==> src/logic/receiver_pkg.sv <==
package receiver_pkg;

	// link geometry
	localparam int lane_count = 4;
	localparam int word_bits = 10;
	localparam int offset_bits = 4; // holds 0..word_bits-1
	localparam int frame_bits = lane_count * word_bits;

	// hunt rule
	localparam int lock_matches = 4; // consecutive good words before locked
	localparam int settle_cycles = 2; // wait after a slip, new offset needs a cycle to show
	localparam int match_count_bits = $clog2(lock_matches + 1);
	localparam int settle_count_bits = $clog2(settle_cycles + 1);

	localparam int error_count_bits = 16; // saturates at all ones

	// apb register map, byte addresses
	localparam int apb_addr_bits = 8;
	localparam int apb_data_bits = 32;
	localparam logic [apb_addr_bits-1:0] addr_control = 8'h00; // [3:0] train, [8] clear_errors
	localparam logic [apb_addr_bits-1:0] addr_pattern = 8'h04;
	localparam logic [apb_addr_bits-1:0] addr_lock = 8'h08;
	localparam logic [apb_addr_bits-1:0] addr_offset = 8'h0C; // 4 bits per lane
	localparam logic [apb_addr_bits-1:0] addr_errors = 8'h10; // plus 4 per lane
	localparam int clear_errors_bit = 8;
	localparam logic [word_bits-1:0] pattern_default = 10'h3E0;

	typedef struct packed {
		logic train;
		logic [word_bits-1:0] pattern;
	} lane_control_t;

	typedef struct packed {
		logic [word_bits-1:0] word; // aligned word
		logic locked;
		logic [offset_bits-1:0] offset;
	} lane_status_t;

	typedef struct packed {
		logic psel;
		logic penable;
		logic pwrite;
		logic [apb_addr_bits-1:0] paddr;
		logic [apb_data_bits-1:0] pwdata;
	} apb_request_t;

	typedef struct packed {
		logic [apb_data_bits-1:0] prdata;
		logic pready;
		logic pslverr;
	} apb_response_t;

endpackage

==> src/logic/apb_control.sv <==
module apb_control (
	input logic word_clock,
	input logic reset,
	input receiver_pkg::apb_request_t apb_in,
	output receiver_pkg::apb_response_t apb_out,
	output receiver_pkg::lane_control_t [receiver_pkg::lane_count-1:0] lane_control,
	input receiver_pkg::lane_status_t [receiver_pkg::lane_count-1:0] lane_status,
	input logic [receiver_pkg::lane_count-1:0][receiver_pkg::error_count_bits-1:0] error_counts,
	output logic clear_errors
);
	logic [receiver_pkg::lane_count-1:0] train_bits; // one enable per lane
	logic [receiver_pkg::word_bits-1:0] pattern; // shared by all lanes
	logic access; // second cycle of a transfer
	logic write_access;
	logic mapped;
	logic [receiver_pkg::apb_data_bits-1:0] read_word;

	assign access = apb_in.psel & apb_in.penable;
	assign write_access = access & apb_in.pwrite;

	// one cycle pulse, counters clear on the edge ending the write
	assign clear_errors = write_access && apb_in.paddr == receiver_pkg::addr_control
		&& apb_in.pwdata[receiver_pkg::clear_errors_bit];

	always_ff @(posedge word_clock) begin
		if (reset) begin
			train_bits <= '0;
			pattern <= receiver_pkg::pattern_default;
		end else if (write_access) begin
			case (apb_in.paddr)
				receiver_pkg::addr_control: train_bits <= apb_in.pwdata[receiver_pkg::lane_count-1:0];
				receiver_pkg::addr_pattern: pattern <= apb_in.pwdata[receiver_pkg::word_bits-1:0];
				default: ; // read only or unmapped, nothing stored
			endcase
		end
	end

	// read mux, everything here is already registered
	always_comb begin
		read_word = '0;
		mapped = 1'b1;
		case (apb_in.paddr)
			receiver_pkg::addr_control: read_word[receiver_pkg::lane_count-1:0] = train_bits;
			receiver_pkg::addr_pattern: read_word[receiver_pkg::word_bits-1:0] = pattern;
			receiver_pkg::addr_lock: begin
				for (int i = 0; i < receiver_pkg::lane_count; i++) begin
					read_word[i] = lane_status[i].locked;
				end
			end
			receiver_pkg::addr_offset: begin
				for (int i = 0; i < receiver_pkg::lane_count; i++) begin
					read_word[i*receiver_pkg::offset_bits +: receiver_pkg::offset_bits] =
						lane_status[i].offset; // lane 0 in the low nibble
				end
			end
			default: begin
				mapped = 1'b0;
				for (int i = 0; i < receiver_pkg::lane_count; i++) begin
					if (apb_in.paddr == receiver_pkg::apb_addr_bits'(receiver_pkg::addr_errors + 4*i)) begin
						read_word[receiver_pkg::error_count_bits-1:0] = error_counts[i];
						mapped = 1'b1;
					end
				end
			end
		endcase
	end

	// response is quiet outside the access cycle
	assign apb_out.prdata = (access && !apb_in.pwrite && mapped) ? read_word : '0;
	assign apb_out.pready = 1'b1; // never stalls
	assign apb_out.pslverr = access & ~mapped;

	always_comb begin
		for (int i = 0; i < receiver_pkg::lane_count; i++) begin
			lane_control[i].train = train_bits[i];
			lane_control[i].pattern = pattern;
		end
	end

endmodule

==> src/logic/word_aligner.sv <==
module word_aligner (
	input logic word_clock,
	input logic reset,
	input logic [receiver_pkg::word_bits-1:0] raw_word,
	input receiver_pkg::lane_control_t lane_control,
	output receiver_pkg::lane_status_t lane_status
);
	logic [receiver_pkg::word_bits-1:0] previous_word; // raw word of the last cycle
	logic [2*receiver_pkg::word_bits-1:0] window;
	logic [receiver_pkg::word_bits-1:0] aligned_word;
	logic [receiver_pkg::offset_bits-1:0] offset;
	logic locked;
	logic [receiver_pkg::match_count_bits-1:0] match_count;
	logic [receiver_pkg::settle_count_bits-1:0] settle_count;
	logic train_previous; // for edge detect
	logic train_rise;
	logic hunting;
	logic match;

	assign window = {raw_word, previous_word}; // current word on top

	// bitslip, aligned word lands one cycle after its raw word
	always_ff @(posedge word_clock) begin
		previous_word <= raw_word;
		aligned_word <= window[offset +: receiver_pkg::word_bits];
	end

	assign train_rise = lane_control.train & ~train_previous;
	assign hunting = lane_control.train & ~locked;
	assign match = aligned_word == lane_control.pattern;

	always_ff @(posedge word_clock) begin
		if (reset) begin
			train_previous <= 1'b0;
			offset <= '0;
			locked <= 1'b0;
			match_count <= '0;
			settle_count <= '0;
		end else begin
			train_previous <= lane_control.train;
			if (train_rise) begin // retrain from the offset we have
				locked <= 1'b0;
				match_count <= '0;
				settle_count <= '0;
			end else if (hunting) begin
				if (settle_count != '0) begin
					settle_count <= settle_count - 1'b1; // old offset still in the pipe
				end else if (match) begin
					match_count <= match_count + 1'b1;
					locked <= match_count == receiver_pkg::lock_matches - 1;
				end else begin
					// slip one bit, wrap at the end of the word
					offset <= (offset == receiver_pkg::word_bits - 1) ? '0 : offset + 1'b1;
					settle_count <= receiver_pkg::settle_count_bits'(receiver_pkg::settle_cycles);
					match_count <= '0;
				end
			end
			// train low, offset and locked just hold
		end
	end

	assign lane_status.word = aligned_word;
	assign lane_status.locked = locked;
	assign lane_status.offset = offset;

endmodule

==> src/logic/lane_collector.sv <==
module lane_collector (
	input logic word_clock,
	input logic reset,
	input receiver_pkg::lane_status_t [receiver_pkg::lane_count-1:0] lane_status,
	input receiver_pkg::lane_control_t [receiver_pkg::lane_count-1:0] lane_control,
	input logic clear_errors,
	output logic [receiver_pkg::frame_bits-1:0] frame_word,
	output logic frame_valid,
	output logic [receiver_pkg::lane_count-1:0][receiver_pkg::error_count_bits-1:0] error_counts
);
	logic all_locked;
	logic [receiver_pkg::lane_count-1:0] lane_error; // locked lane saw a bad word

	always_comb begin
		all_locked = 1'b1;
		for (int i = 0; i < receiver_pkg::lane_count; i++) begin
			all_locked = all_locked & lane_status[i].locked;
			lane_error[i] = lane_status[i].locked & lane_control[i].train
				& (lane_status[i].word != lane_control[i].pattern);
		end
	end

	// frame register, lane 0 in the low bits
	always_ff @(posedge word_clock) begin
		for (int i = 0; i < receiver_pkg::lane_count; i++) begin
			frame_word[i*receiver_pkg::word_bits +: receiver_pkg::word_bits] <= lane_status[i].word;
		end
	end

	always_ff @(posedge word_clock) begin
		if (reset) begin
			frame_valid <= 1'b0;
			error_counts <= '0;
		end else begin
			frame_valid <= all_locked; // goes with the frame word of the same edge
			for (int i = 0; i < receiver_pkg::lane_count; i++) begin
				if (clear_errors) begin
					error_counts[i] <= '0;
				end else if (lane_error[i] && error_counts[i] != '1) begin
					error_counts[i] <= error_counts[i] + 1'b1; // stops at full scale
				end
			end
		end
	end

endmodule

==> src/logic/receiver_top.sv <==
module receiver_top (
	input logic word_clock,
	input logic reset,
	input logic [receiver_pkg::lane_count-1:0][receiver_pkg::word_bits-1:0] raw_words,
	input receiver_pkg::apb_request_t apb_in,
	output receiver_pkg::apb_response_t apb_out,
	output logic [receiver_pkg::frame_bits-1:0] frame_word,
	output logic frame_valid
);
	receiver_pkg::lane_control_t [receiver_pkg::lane_count-1:0] lane_control; // apb to lanes
	receiver_pkg::lane_status_t [receiver_pkg::lane_count-1:0] lane_status; // lanes out
	logic [receiver_pkg::lane_count-1:0][receiver_pkg::error_count_bits-1:0] error_counts;
	logic clear_errors;

	apb_control control (
		.word_clock(word_clock),
		.reset(reset),
		.apb_in(apb_in),
		.apb_out(apb_out),
		.lane_control(lane_control),
		.lane_status(lane_status),
		.error_counts(error_counts),
		.clear_errors(clear_errors)
	);

	// one aligner per lane, all the same
	for (genvar i = 0; i < receiver_pkg::lane_count; i++) begin : lane
		word_aligner aligner (
			.word_clock(word_clock),
			.reset(reset),
			.raw_word(raw_words[i]),
			.lane_control(lane_control[i]),
			.lane_status(lane_status[i])
		);
	end

	lane_collector collector (
		.word_clock(word_clock),
		.reset(reset),
		.lane_status(lane_status),
		.lane_control(lane_control),
		.clear_errors(clear_errors),
		.frame_word(frame_word),
		.frame_valid(frame_valid),
		.error_counts(error_counts)
	);

endmodule

==> config.mk <==
export PLATFORM = sky130hd
export DESIGN_NAME = receiver_top
export DESIGN_NICKNAME = d
export VERILOG_FILES = /design/src/logic/receiver_pkg.sv /design/src/logic/apb_control.sv /design/src/logic/word_aligner.sv /design/src/logic/lane_collector.sv /design/src/logic/receiver_top.sv
export SDC_FILE = /design/constraint.sdc
export NUM_CORES = 1
export LEC_CHECK = 0
export BUFFER_PORTS_ARGS = -buffer_cell sky130_fd_sc_hd__buf_2
export CAP_MARGIN = 5
export CORE_ASPECT_RATIO = 1.4
export CORE_MARGIN = 1
export CORE_UTILIZATION = 63
export DETAILED_ROUTE_END_ITERATION = 7
export PLACE_DENSITY_LB_ADDON = 0.05
export SLEW_MARGIN = 20
export SYNTH_ARGS = -nofsm -noshare
export SYNTH_HDL_FRONTEND = slang
export SYNTH_SLANG_ARGS = --single-unit
==> constraint.sdc <==
create_clock -name word_clock -period 6.38 [get_ports word_clock]
set_clock_uncertainty 0.05 [all_clocks]
set_input_delay 1.914 -clock word_clock [delete_from_list [all_inputs] [get_ports word_clock]]
set_output_delay 1.914 -clock word_clock [all_outputs]
set_load 0.005 [all_outputs]
-- Yosys cells after proc, flatten, opt, wreduce, memory -nomap -nowiden
Cells that the tools add are included.
- $add $sub $neg: 16
- eq/ne operators: 31
- shifts and indexed selects: 4
- muxes and demuxes: 29
- bitwise operators: 43
- reductions and logical operators: 40
- operators with widths (kind ; count):
    $mux W16 ; 5
    $shiftx A20 B5 Y10 ; 4
    $add A16 B1 Y16 const B ; 4
    $ne A16 B16 Y1 const B ; 4
    $eq A10 B10 Y1 ; 4
    $ne A10 B10 Y1 ; 4
    $eq A8 B5 Y1 const B ; 4
    $and A1 B1 Y1 ; 22
    $not A1 Y1 ; 21
    $reduce_and A2 Y1 ; 10
    $pmux W6 S3 ; 1
    $add A4 B1 Y4 const B ; 4
    $eq A4 B4 Y1 const B ; 4
    $eq A8 B4 Y1 const B ; 2
    $mux W2 ; 8
    $mux W4 ; 4
    $pmux W4 S4 ; 1
    $reduce_and A4 Y1 ; 4
    $add A3 B1 Y3 const B ; 4
    $eq A3 B2 Y1 const B ; 4
    $mux W3 ; 4
    $pmux W6 S2 ; 1
    $reduce_and A3 Y1 ; 4
    $reduce_or A2 Y1 ; 6
    other kinds (10) ; 30
- register bits after elaboration: 243
- bits of input ports: 85
- output and inout bits: 75
- logic and storage cells: 199

-- Logic depth before layout (Yosys ltp)
Gate-level depths: netlist (run 1).
- depth in word-level cells: 8
- depth in mapped cells: 9
- depth with buffers taken out: 7

-- By module
From an unflattened synthesis (run 1), not the netlist that was laid out.
- cell total of the unflattened synthesis: 1435
- area, all modules: 13523.0 um^2
- by module, submodules not included (module ; times used ; cells an instance ; area each (um^2) ; sequential area each (um^2)):
    lane_collector ; 1 ; 533 ; 4789.6 ; 2102.0
    word_aligner (lane[0].aligner ...) ; 2 ; 171 ; 1749.2 ; 620.6
    word_aligner (lane[2].aligner ...) ; 2 ; 171 ; 1721.7 ; 620.6
    apb_control ; 1 ; 218 ; 1791.7 ; 280.3

-- Worst setup path after synthesis (run 1)
Ideal clock, no wire load.
- path type: input -> output
- start: input apb_in[34] (netlist bit)
- end: output apb_out[10] (netlist bit)
- arrival time: 3429 ps
- data required time: 4416 ps
- slack: 987 ps
- stages on the path: 7
- path buffers: 3
- cells stage by stage: buf_2 nor4_1 and3_1 clkbuf_1 clkbuf_1 a222oi_1 a211oi_1
- RTL lines (what ; RTL line ; source):
    start, declared ; receiver_top.sv:5 ; input receiver_pkg::apb_request_t apb_in,
    end, declared ; receiver_top.sv:6 ; output receiver_pkg::apb_response_t apb_out,

==> results.json, run 1 <==
{
  "power.switching_fraction_pct": 21.84,
  "nFillCells": 1583,
  "wire_length_of_the_first_global_routing_pass_um": 53510,
  "drtAntennaViolNets": 0,
  "drc_errors": 0,
  "design.final.nets": 1530,
  "post-synth-top-area-cell": "sky130_fd_sc_hd__dfxtp_1",
  "cp_data_required_time_ps": 4420,
  "powerDensity_nw_per_um2": 237.2,
  "post_route_cells_drive_above_1_share_pct": 18.99,
  "htree_num_levels": 1,
  "detail_route.vias_per_cell": 6.480,
  "detail_route.wl_per_cell_um": 20.63,
  "vias": 10983,
  "postCtsResizedCells": 0,
  "cts-buffers-inserted": 25,
  "fin_crit_sh_pct": 91.49,
  "worst-path-max-fanout": 16,
  "cts_hold_buf": 0,
  "post_dp_hpwl_um": 25540,
  "syn2layout_area_growth_pct": 10.97,
  "floorplan.die_area_um2": 20670,
  "peakVddDrop_mv": 0.2987,
  "numPortBuffers": 120,
  "globalRouteTotalUtil_pct": 33.40,
  "slew_headroom_pct": 25.76,
  "status": "complete, no violations",
  "min_period_ps": 5837,
  "row_count": 61,
  "clock_insertion_delay_worst_skew_ps": 520,
  "crit_type": "input port to output pin",
  "synth_common_cells": "sky130_fd_sc_hd__dfxtp_1 (243), sky130_fd_sc_hd__a21oi_1 (106), sky130_fd_sc_hd__nor2_1 (97)",
  "fmax_ghz": 0.1713,
  "cp-start-kind": "input port",
  "synthDominantCellAreaShare_pct": 38.43,
  "post_synthesis_sequential_area_ratio_pct": 38.43,
  "tns_ps": 0,
  "synth.area.top_cells": "sky130_fd_sc_hd__dfxtp_1 (38%), sky130_fd_sc_hd__mux4_2 (6.9%), sky130_fd_sc_hd__mux2i_1 (5.9%)",
  "grt_start_max_net_pins": 51,
  "synth.ff_latch_count": 243,
  "clk_path_buf_depth": 3,
  "postLayoutCoreUtil_pct": 71.06,
  "switchingPower_w": 0.0007276,
  "min-delay-path-class": "flop to flop",
  "place.detailed.instances": 1650,
  "drt_pre_antenna_iters": 7,
  "via_count_of_the_first_global_routing_pass": 10142,
  "endpoints_failing_hold": 0,
  "place_congestion": 0.9582,
  "drt-total-wl_um": 34960,
  "rsz0062_at_grt": "false",
  "initial_core_utilization_pct": 64.04,
  "hold-worst-slack_ps": 316.2,
  "cp-end-kind": "output pin",
  "cts_setup_buffers": 0,
  "clock_power_share_pct": 47.3,
  "die-height_um": 169.7,
  "internal_power_w": 0.002605,
  "synth_async_sr_flop_share_pct": 0,
  "top_level_ports": 160,
  "postSynthCellCount": 1371,
  "initial_antenna_violation_count": 0,
  "clock_sinks": 243,
  "critPathArrivalTime_ps": 3870,
  "register_area_um2": 4866,
  "cts_tree": "yes",
  "floorplan.die.width_um": 121.8,
  "yosys.cell_count.top_type": "sky130_fd_sc_hd__dfxtp_1",
  "synth.avg_cell_area_um2": 9.233,
  "multiInputGateArea_um2": 7154,
  "grt_overflow_total": 0,
  "syn-cell-area_um2": 12660,
  "synth-edff-count": 0,
  "yosysWarningCount": 0,
  "commonest_register_cell_after_synthesis": "sky130_fd_sc_hd__dfxtp_1",
  "setup_violations": 0,
  "post_synth_num_cell_types": 69,
  "cts.reportedPaths.clkPinSlew_ps": 60,
  "p_seq_share_pct": 47.6,
  "cap_violations": 0,
  "count_of_antenna_diodes_in_the_layout": 0,
  "clk_root_buffer_cell": "sky130_fd_sc_hd__clkbuf_16",
  "final-instance-count-excl-fill": 1695,
  "leak_nw": 5.118,
  "core_area_um2": 19770,
  "finalMaxSlewViolations": 0,
  "worst-slew-pin-transition_ps": 1112,
  "comb_power_share_pct": 5.1,
  "detail_route.iter0.violations": 1195
}
==> metrics by stage <==
| step | setup slack [ps] | total power (W) | instance area [µm²] |
|---|---|---|---|
| 2_1_floorplan | 986.9 | 0.001715 | 12710 |
| 3_3_place_gp | 602.5 | 0.001783 | 13150 |
| 3_5_place_dp | 586.0 | 0.001787 | 13150 |
| 4_1_cts | 578.8 | 0.003345 | 14050 |
| 5_1_grt | 376.9 | 0.003434 | 14050 |
| 6_report | 543.2 | 0.003332 | 14050 |
==> worst paths after layout <==
path                                    from                        end  slack [ps]  cells after the start
max                               apb_in[37]                 apb_out[9]         540                      6
min          lane[2].aligner.aligned_word[0]   collector.frame_word[20]         320                      0
max reg2reg               control.pattern[3]  lane[2].aligner.offset[2]        3340                      5
min reg2reg  lane[2].aligner.aligned_word[0]   collector.frame_word[20]         320                      0
==> power groups by stage <==
stage	logic (W)	registers, W	clock network (W)
after floorplan	0.000104	0.00161	0
after global placement	0.000166	0.00162	0
after detailed placement	0.000169	0.00162	0
after CTS	0.000170	0.00158	0.00159
after global routing	0.000187	0.00159	0.00166
final	0.000170	0.00159	0.00158
==> flip-flops by register name, indices dropped and copies added, names as in the netlist <==
register                     flops
lane.aligner.settle_count        8
collector.frame_valid            1
control.pattern                 10
lane.aligner.aligned_word       40
lane.aligner.previous_word      40
control.train_bits               4
lane.aligner.offset             16
lane.aligner.match_count        12
lane.aligner.train_previous      4
lane.aligner.locked              4
collector.error_counts          64
collector.frame_word            40
==> worst max-delay path, cell delays in order <==
cell,delay [ps]
sky130_fd_sc_hd__buf_2,110
sky130_fd_sc_hd__nor3_1,480
sky130_fd_sc_hd__and4_1,670
sky130_fd_sc_hd__a222oi_1,220
sky130_fd_sc_hd__a211oi_1,300
sky130_fd_sc_hd__buf_2,170
==> layout by cell type, fill, tap and decap left out, drive strengths merged, types with 17 or more instances in the layout <==
master / count
a211oi: 29
or3: 23
ha: 20
xor2: 40
clkbuf: 31
buf: 132
a21oi: 106
dfxtp: 243
nand3: 49
conb: 17
or4: 29
nor2b: 20
o21ai: 42
nand2b: 22
mux4: 39
inv: 30
nand4: 28
nor2: 98
nor4: 29
mux2i: 75
nand2: 96
o31ai: 22
mux2: 37
==> kinds of logic after synthesis <==
| family | after synthesis | synth area share, % |
|---|---|---|
| simple gates | 457 | 19.13 |
| compound gates | 304 | 15.83 |
| mux | 151 | 16.16 |
| fa+ha+maj | 20 | 1.977 |
| xor+xnor | 40 | 2.768 |
| buf+inv | 154 | 5.644 |
| flops | 243 | 38.43 |
| other cells | 2 | 0.05933 |
==> routing by layer <==
| layer | wire length (µm) | part of all wire (%) | vias to the layer above | global-route usage [%] |
|---|---|---|---|---|
| met1 | 13450 | 38 | 5244 | 39.81 |
| met4 | 1709 | 4.9 | 0 | 15.67 |
| met5 | 0 | 0 | - | 0 |
| met3 | 2391 | 6.8 | 110 | 3.730 |
| li1 | - | - | 5185 | - |
| met2 | 17410 | 50 | 444 | 59.15 |
==> area by class of cell <==
type	instances	area share, %
timing repair buffer	132	4.917
tap	252	2.245
clock buffer	31	4.899
clock inverter	14	1.461
sequential	243	34.64
multi-input combinational	989	50.93
inverter	34	0.9085
Power figures use the tool's default switching activity.
==> inputs of run 2 (changes only) <==
--- a/config.mk
+++ b/config.mk
@@ -7,7 +7,6 @@
 export LEC_CHECK = 0
 export BUFFER_PORTS_ARGS = -buffer_cell sky130_fd_sc_hd__buf_2
 export CAP_MARGIN = 5
-export CORE_ASPECT_RATIO = 1.4
 export CORE_MARGIN = 1
 export CORE_UTILIZATION = 63
 export DETAILED_ROUTE_END_ITERATION = 7
==> results.json, run 2 (synthesis gave the netlist of run 1 again) <==
{
  "grt_start_max_net_pins": 48,
  "clock_power_share_pct": 47.8,
  "globalRouteTotalUtil_pct": 32.62,
  "cts.reportedPaths.clkPinSlew_ps": 60,
  "internal_power_w": 0.002624,
  "fmax_ghz": 0.1682,
  "post_dp_hpwl_um": 24110,
  "via_count_of_the_first_global_routing_pass": 9908,
  "htree_num_levels": 1,
  "crit_family": "simple AND/OR/NAND/NOR gates",
  "drtAntennaViolNets": 0,
  "p_seq_share_pct": 47.1,
  "largest_register_by_flop_count": "collector.error_counts",
  "place_congestion": 0.9507,
  "tns_ps": 0,
  "cp.buffers_inverters": 2,
  "cts_hold_buf": 0,
  "powerDensity_nw_per_um2": 238.5,
  "worst-slew-pin-transition_ps": 1096,
  "max_stage_delay_on_crit_path_ps": 570,
  "critical-path-slowest-cell": "sky130_fd_sc_hd__and3_1",
  "worst-path-max-fanout": 17,
  "hold-worst-slack_ps": 309.6,
  "min-delay-path-class": "flop to flop",
  "fin_crit_sh_pct": 93.18,
  "cp_data_required_time_ps": 4420,
  "setup_violations": 0,
  "rsz0062_at_grt": "false",
  "peakVddDrop_mv": 0.2321,
  "place_worst_setup_slack_ps": 515.4,
  "cap_violations": 0,
  "clk_root_buffer_cell": "sky130_fd_sc_hd__clkbuf_16",
  "design.final.nets": 1531,
  "cp-end-kind": "output pin",
  "syn2layout_area_growth_pct": 11.28,
  "switchingPower_w": 0.0007360,
  "detail_route.wl_per_cell_um": 19.61,
  "row_count": 51,
  "floorplan.die_area_um2": 20660,
  "cp-start-kind": "input port",
  "count_of_antenna_diodes_in_the_layout": 0,
  "postCtsResizedCells": 0,
  "leak_nw": 5.116,
  "initial_antenna_violation_count": 1,
  "initial_core_utilization_pct": 64.62,
  "cts_tree": "yes",
  "total_power_w": 0.003360,
  "drt-total-wl_um": 33510,
  "numPortBuffers": 120,
  "floorplan.die.width_um": 143.8,
  "final_common_cell": "sky130_fd_sc_hd__dfxtp_1",
  "detail_route.iter0.violations": 866,
  "cts_setup_buffers": 0,
  "largest_register_ffs": 64,
  "clock_insertion_delay_worst_skew_ps": 530,
  "postLayoutCoreUtil_pct": 71.90,
  "drc_errors": 0,
  "slew_headroom_pct": 26.87,
  "finalMaxSlewViolations": 0,
  "worst_slack_ps": 435.1,
  "detail_route.vias_per_cell": 6.403,
  "endpoints_failing_hold": 0,
  "cts-buffers-inserted": 25,
  "die-height_um": 143.8,
  "wire_length_of_the_first_global_routing_pass_um": 52520,
  "crit_type": "input port to output pin",
  "grt_overflow_total": 0,
  "series_of_cell_instances_along_the_critical_path": "buf_2 > nor2_1 > and3_1 > and3_1 > a21oi_1 > a211oi_1 > buf_2",
  "mostFrequentLayoutCells": "sky130_fd_sc_hd__dfxtp_1 (243), sky130_fd_sc_hd__buf_2 (120), sky130_fd_sc_hd__a21oi_1 (106)",
  "post_route_cells_drive_above_1_share_pct": 19.04,
  "clk_path_buf_depth": 3,
  "power.switching_fraction_pct": 21.90,
  "min_period_ps": 5945,
  "drt_pre_antenna_iters": 8,
  "vias": 10943,
  "core_area_um2": 19590,
  "comb_power_share_pct": 5.1,
  "clock_sinks": 243,
  "top_level_ports": 160,
  "status": "complete, no violations",
  "critPathArrivalTime_ps": 3980
}
run 2: path summary, 6_finish.rpt:
path,endpoint,depth (start not counted),startpoint,slack [ps]
setup / recovery,apb_out[2],7,apb_in[33],440
hold / removal,collector.frame_word[9],0,lane[0].aligner.aligned_word[9],310
setup reg to reg,lane[2].aligner.offset[2],5,control.pattern[5],3340
hold reg to reg,collector.frame_word[9],0,lane[0].aligner.aligned_word[9],310
run 2: layout make-up:
cell class / instances / area [µm²]
clock buffer: 29 / 660.6
fill: 1515 / 5504
sequential: 243 / 4865
timing repair buffer: 133 / 698.2
inverter: 34 / 127.6
clock inverter: 16 / 247.7
multi-input combinational: 989 / 7156
tap: 265 / 331.6
run 2: layer usage:
metal | track usage, % | share of wire, %
met3 | 5.165 | 8.4
met1 | 44.82 | 42
met4 | 13.38 | 3.8
met5 | 0 | 0.033
met2 | 51.07 | 46
run 2: worst register-to-register path, stage by stage, from the launching register on:
cell,delay (ps)
sky130_fd_sc_hd__dfxtp_1,660
sky130_fd_sc_hd__xor2_1,140
sky130_fd_sc_hd__nor4_1,620
sky130_fd_sc_hd__nand3_1,750
sky130_fd_sc_hd__and3_1,450
sky130_fd_sc_hd__mux2_2,260
run 2: stage by stage:
step	area, µm²	instances
floorplan	12710	1386
global placement	13180	1664
detailed placement	13180	1664
CTS	14090	1709
global route	14090	1709
finish	14090	1709
run 2: power groups by stage:
stage          Combinational (W)  Clock [W]  Sequential, W
2_1_floorplan           0.000104          0        0.00161
3_3_place_gp            0.000164          0        0.00162
3_5_place_dp            0.000167          0        0.00162
4_1_cts                 0.000169    0.00163        0.00158
5_1_grt                 0.000188    0.00170        0.00159
6_report                0.000171    0.00161        0.00158
==> inputs of run 3 (changes only) <==
--- a/config.mk
+++ b/config.mk
@@ -8,10 +8,11 @@
 export BUFFER_PORTS_ARGS = -buffer_cell sky130_fd_sc_hd__buf_2
 export CAP_MARGIN = 5
 export CORE_MARGIN = 1
-export CORE_UTILIZATION = 63
+export CORE_UTILIZATION = 64
 export DETAILED_ROUTE_END_ITERATION = 7
 export PLACE_DENSITY_LB_ADDON = 0.05
 export SLEW_MARGIN = 20
 export SYNTH_ARGS = -nofsm -noshare
 export SYNTH_HDL_FRONTEND = slang
+export SYNTH_HIERARCHICAL = 1
 export SYNTH_SLANG_ARGS = --single-unit
==> results.json, run 3 <==
{
  "status": "complete, no violations",
  "postSynthCellCount": 1435,
  "post-synth-top-area-cell": "sky130_fd_sc_hd__dfxtp_1",
  "yosys.cell_count.top_type": "sky130_fd_sc_hd__dfxtp_1",
  "multiplexer_share_of_the_synthesized_area_pct": 17.26,
  "crit_type": "input port to output pin",
  "synth.avg_cell_area_um2": 9.424,
  "detail_route.wl_per_cell_um": 19.47,
  "cts_setup_buffers": 0,
  "drtAntennaViolNets": 0,
  "postLayoutCoreUtil_pct": 71.74,
  "endpoints_failing_hold": 0,
  "place_congestion": 0.9445,
  "fmax_ghz": 0.1765,
  "die-height_um": 147.4,
  "synth_adder_area_share_pct": 1.850,
  "top_level_ports": 160,
  "clock_insertion_delay_worst_skew_ps": 560,
  "drc_errors": 0,
  "syn2layout_area_growth_pct": 8.725,
  "via_count_of_the_first_global_routing_pass": 10581,
  "synth.area.top_cells": "sky130_fd_sc_hd__dfxtp_1 (36%), sky130_fd_sc_hd__mux4_2 (8.8%), sky130_fd_sc_hd__mux2i_1 (6.4%)",
  "powerDensity_nw_per_um2": 227.2,
  "cts_tree": "yes",
  "grt_start_max_net_pins": 38,
  "cp-start-kind": "input port",
  "detail_route.vias_per_cell": 6.447,
  "finalMaxSlewViolations": 0,
  "yosysWarningCount": 6,
  "synthDominantCellAreaShare_pct": 35.97,
  "cap_violations": 0,
  "post_synth_num_cell_types": 78,
  "worst-slew-pin-transition_ps": 1148,
  "synth_xor_xnor_area_share_pct": 5.181,
  "clock_sinks": 243,
  "synth_top_family_by_area": "simple AND/OR/NAND/NOR gates",
  "design.final.nets": 1588,
  "cp-end-kind": "output pin",
  "leak_nw": 5.357,
  "nFillCells": 1550,
  "detail_route.iter0.violations": 1040,
  "grt_overflow_total": 0,
  "slew_headroom_pct": 23.34,
  "cts-buffers-inserted": 27,
  "wire_length_of_the_first_global_routing_pass_um": 55530,
  "fin_crit_sh_pct": 88.79,
  "critPathArrivalTime_ps": 3700,
  "drt-total-wl_um": 34480,
  "synth_common_cells": "sky130_fd_sc_hd__dfxtp_1 (243), sky130_fd_sc_hd__nor2_1 (111), sky130_fd_sc_hd__a21oi_1 (110)",
  "worst-path-max-fanout": 26,
  "clk_path_buf_depth": 3,
  "htree_num_levels": 1,
  "numPortBuffers": 120,
  "largest_register_ffs": 64,
  "min-delay-path-class": "flop to flop",
  "largest_register_by_flop_count": "collector/error_counts",
  "globalRouteTotalUtil_pct": 31.86,
  "ff2ff_setup_slack_ps": 3890,
  "tns_ps": 0,
  "setup_violations": 0,
  "post_dp_hpwl_um": 24860,
  "initial_core_utilization_pct": 65.98,
  "core_area_um2": 20490,
  "cts_hold_buf": 0,
  "synth_async_sr_flop_share_pct": 0,
  "post_route_cells_drive_above_1_share_pct": 18.73,
  "cp_data_required_time_ps": 4420,
  "post_synth_and_or_nand_nor_area_fraction_pct": 18.38,
  "initial_antenna_violation_count": 1,
  "postCtsResizedCells": 0,
  "final_common_cell": "sky130_fd_sc_hd__dfxtp_1",
  "cts.reportedPaths.clkPinSlew_ps": 60,
  "drt_pre_antenna_iters": 5,
  "rsz0062_at_grt": "false",
  "floorplan.die.width_um": 147.4,
  "clk_root_buffer_cell": "sky130_fd_sc_hd__clkbuf_16",
  "mostFrequentLayoutCells": "sky130_fd_sc_hd__dfxtp_1 (241), sky130_fd_sc_hd__buf_2 (120), sky130_fd_sc_hd__nor2_1 (110), sky130_fd_sc_hd__a21oi_1 (110), sky130_fd_sc_hd__mux2i_1 (87)",
  "synth-edff-count": 0,
  "row_count": 52,
  "synth_compound_area_share_pct": 13.94,
  "syn-cell-area_um2": 13520,
  "commonest_register_cell_after_synthesis": "sky130_fd_sc_hd__dfxtp_1",
  "peakVddDrop_mv": 0.2459,
  "vias": 11417,
  "synth.ff_latch_count": 243,
  "min_period_ps": 5665,
  "floorplan.die_area_um2": 21720,
  "post_synthesis_sequential_area_ratio_pct": 35.97
}
[run 3: changes by cell type after synthesis, moves of 15 or more]
cell                       change
sky130_fd_sc_hd__buf_2        -19
sky130_fd_sc_hd__buf_4        +38
sky130_fd_sc_hd__clkbuf_1     -15
sky130_fd_sc_hd__mux2_2       -19
sky130_fd_sc_hd__nand2_1      -17
sky130_fd_sc_hd__nand2b_1     -18
sky130_fd_sc_hd__xnor2_1      +28
[run 3: final timing paths]
path / startpoint / endpoint / cells past startpoint
max: apb_in[34] / apb_out[11] / 6
min: lane[0].aligner/aligned_word[4] / collector/frame_word[4] / 0
max reg2reg: control/pattern[7] / collector/error_counts[34] / 5
min reg2reg: lane[0].aligner/aligned_word[4] / collector/frame_word[4] / 0
[run 3: layout make-up]
type / instances / area [µm²] / area share [%]
clock inverter: 13 / 160.2 / 1.089
timing repair buffer: 137 / 728.2 / 4.953
clock buffer: 33 / 728.2 / 4.953
tap: 270 / 337.8 / 2.298
antenna: 1 / 2.502 / 0.01702
multi-input combinational: 1038 / 7744 / 52.67
inverter: 36 / 135.1 / 0.9191
sequential: 243 / 4867 / 33.10
[run 3: worst max-delay path, cell delays in order]
cell and delay [ps]:
sky130_fd_sc_hd__buf_2 460, sky130_fd_sc_hd__and4bb_4 380, sky130_fd_sc_hd__and3_1 280, sky130_fd_sc_hd__nand2_1 80, sky130_fd_sc_hd__a311oi_1 400, sky130_fd_sc_hd__buf_2 190
[run 3: layer usage]
metal / GRT usage, % / wire length, µm
met5: 0 / 0
met4: 10.52 / 952
met3: 4.130 / 2688
met2: 50.99 / 15980
met1: 44.59 / 14850
[run 3: cell families after synthesis]
group,Yosys count
and+or+nand+nor,462
AOI/OAI and AO/OA,295
DFF,243
buffers and inverters,169
muxes,164
xor gates and xnor gates,80
adders and majority gates,20
other,2
[run 3: per-stage QoR]
step | setup slack, ps | cells | power, W | hold slack [ps] | area, µm²
final | 715.0 | 1771 | 0.003341 | 336.1 | 14700
after detailed placement | 726.0 | 1724 | 0.001814 | 331.7 | 13800
after CTS | 732.4 | 1770 | 0.003365 | 337.3 | 14690
after global routing | 579.9 | 1771 | 0.003452 | 352.6 | 14700
after global placement | 730.8 | 1724 | 0.001810 | 334.9 | 13800
after floorplan | 1486 | 1450 | 0.001741 | 323.0 | 13580
[run 3: power by group]
group | total [W] | switching, W | leakage, nW | internal, W
Clock | 0.00156 | 0.000653 | 0.427 | 0.000902
Sequential | 0.00159 | 0.0000331 | 2.00 | 0.00156
Combinational | 0.000193 | 0.000104 | 2.93 | 0.0000893
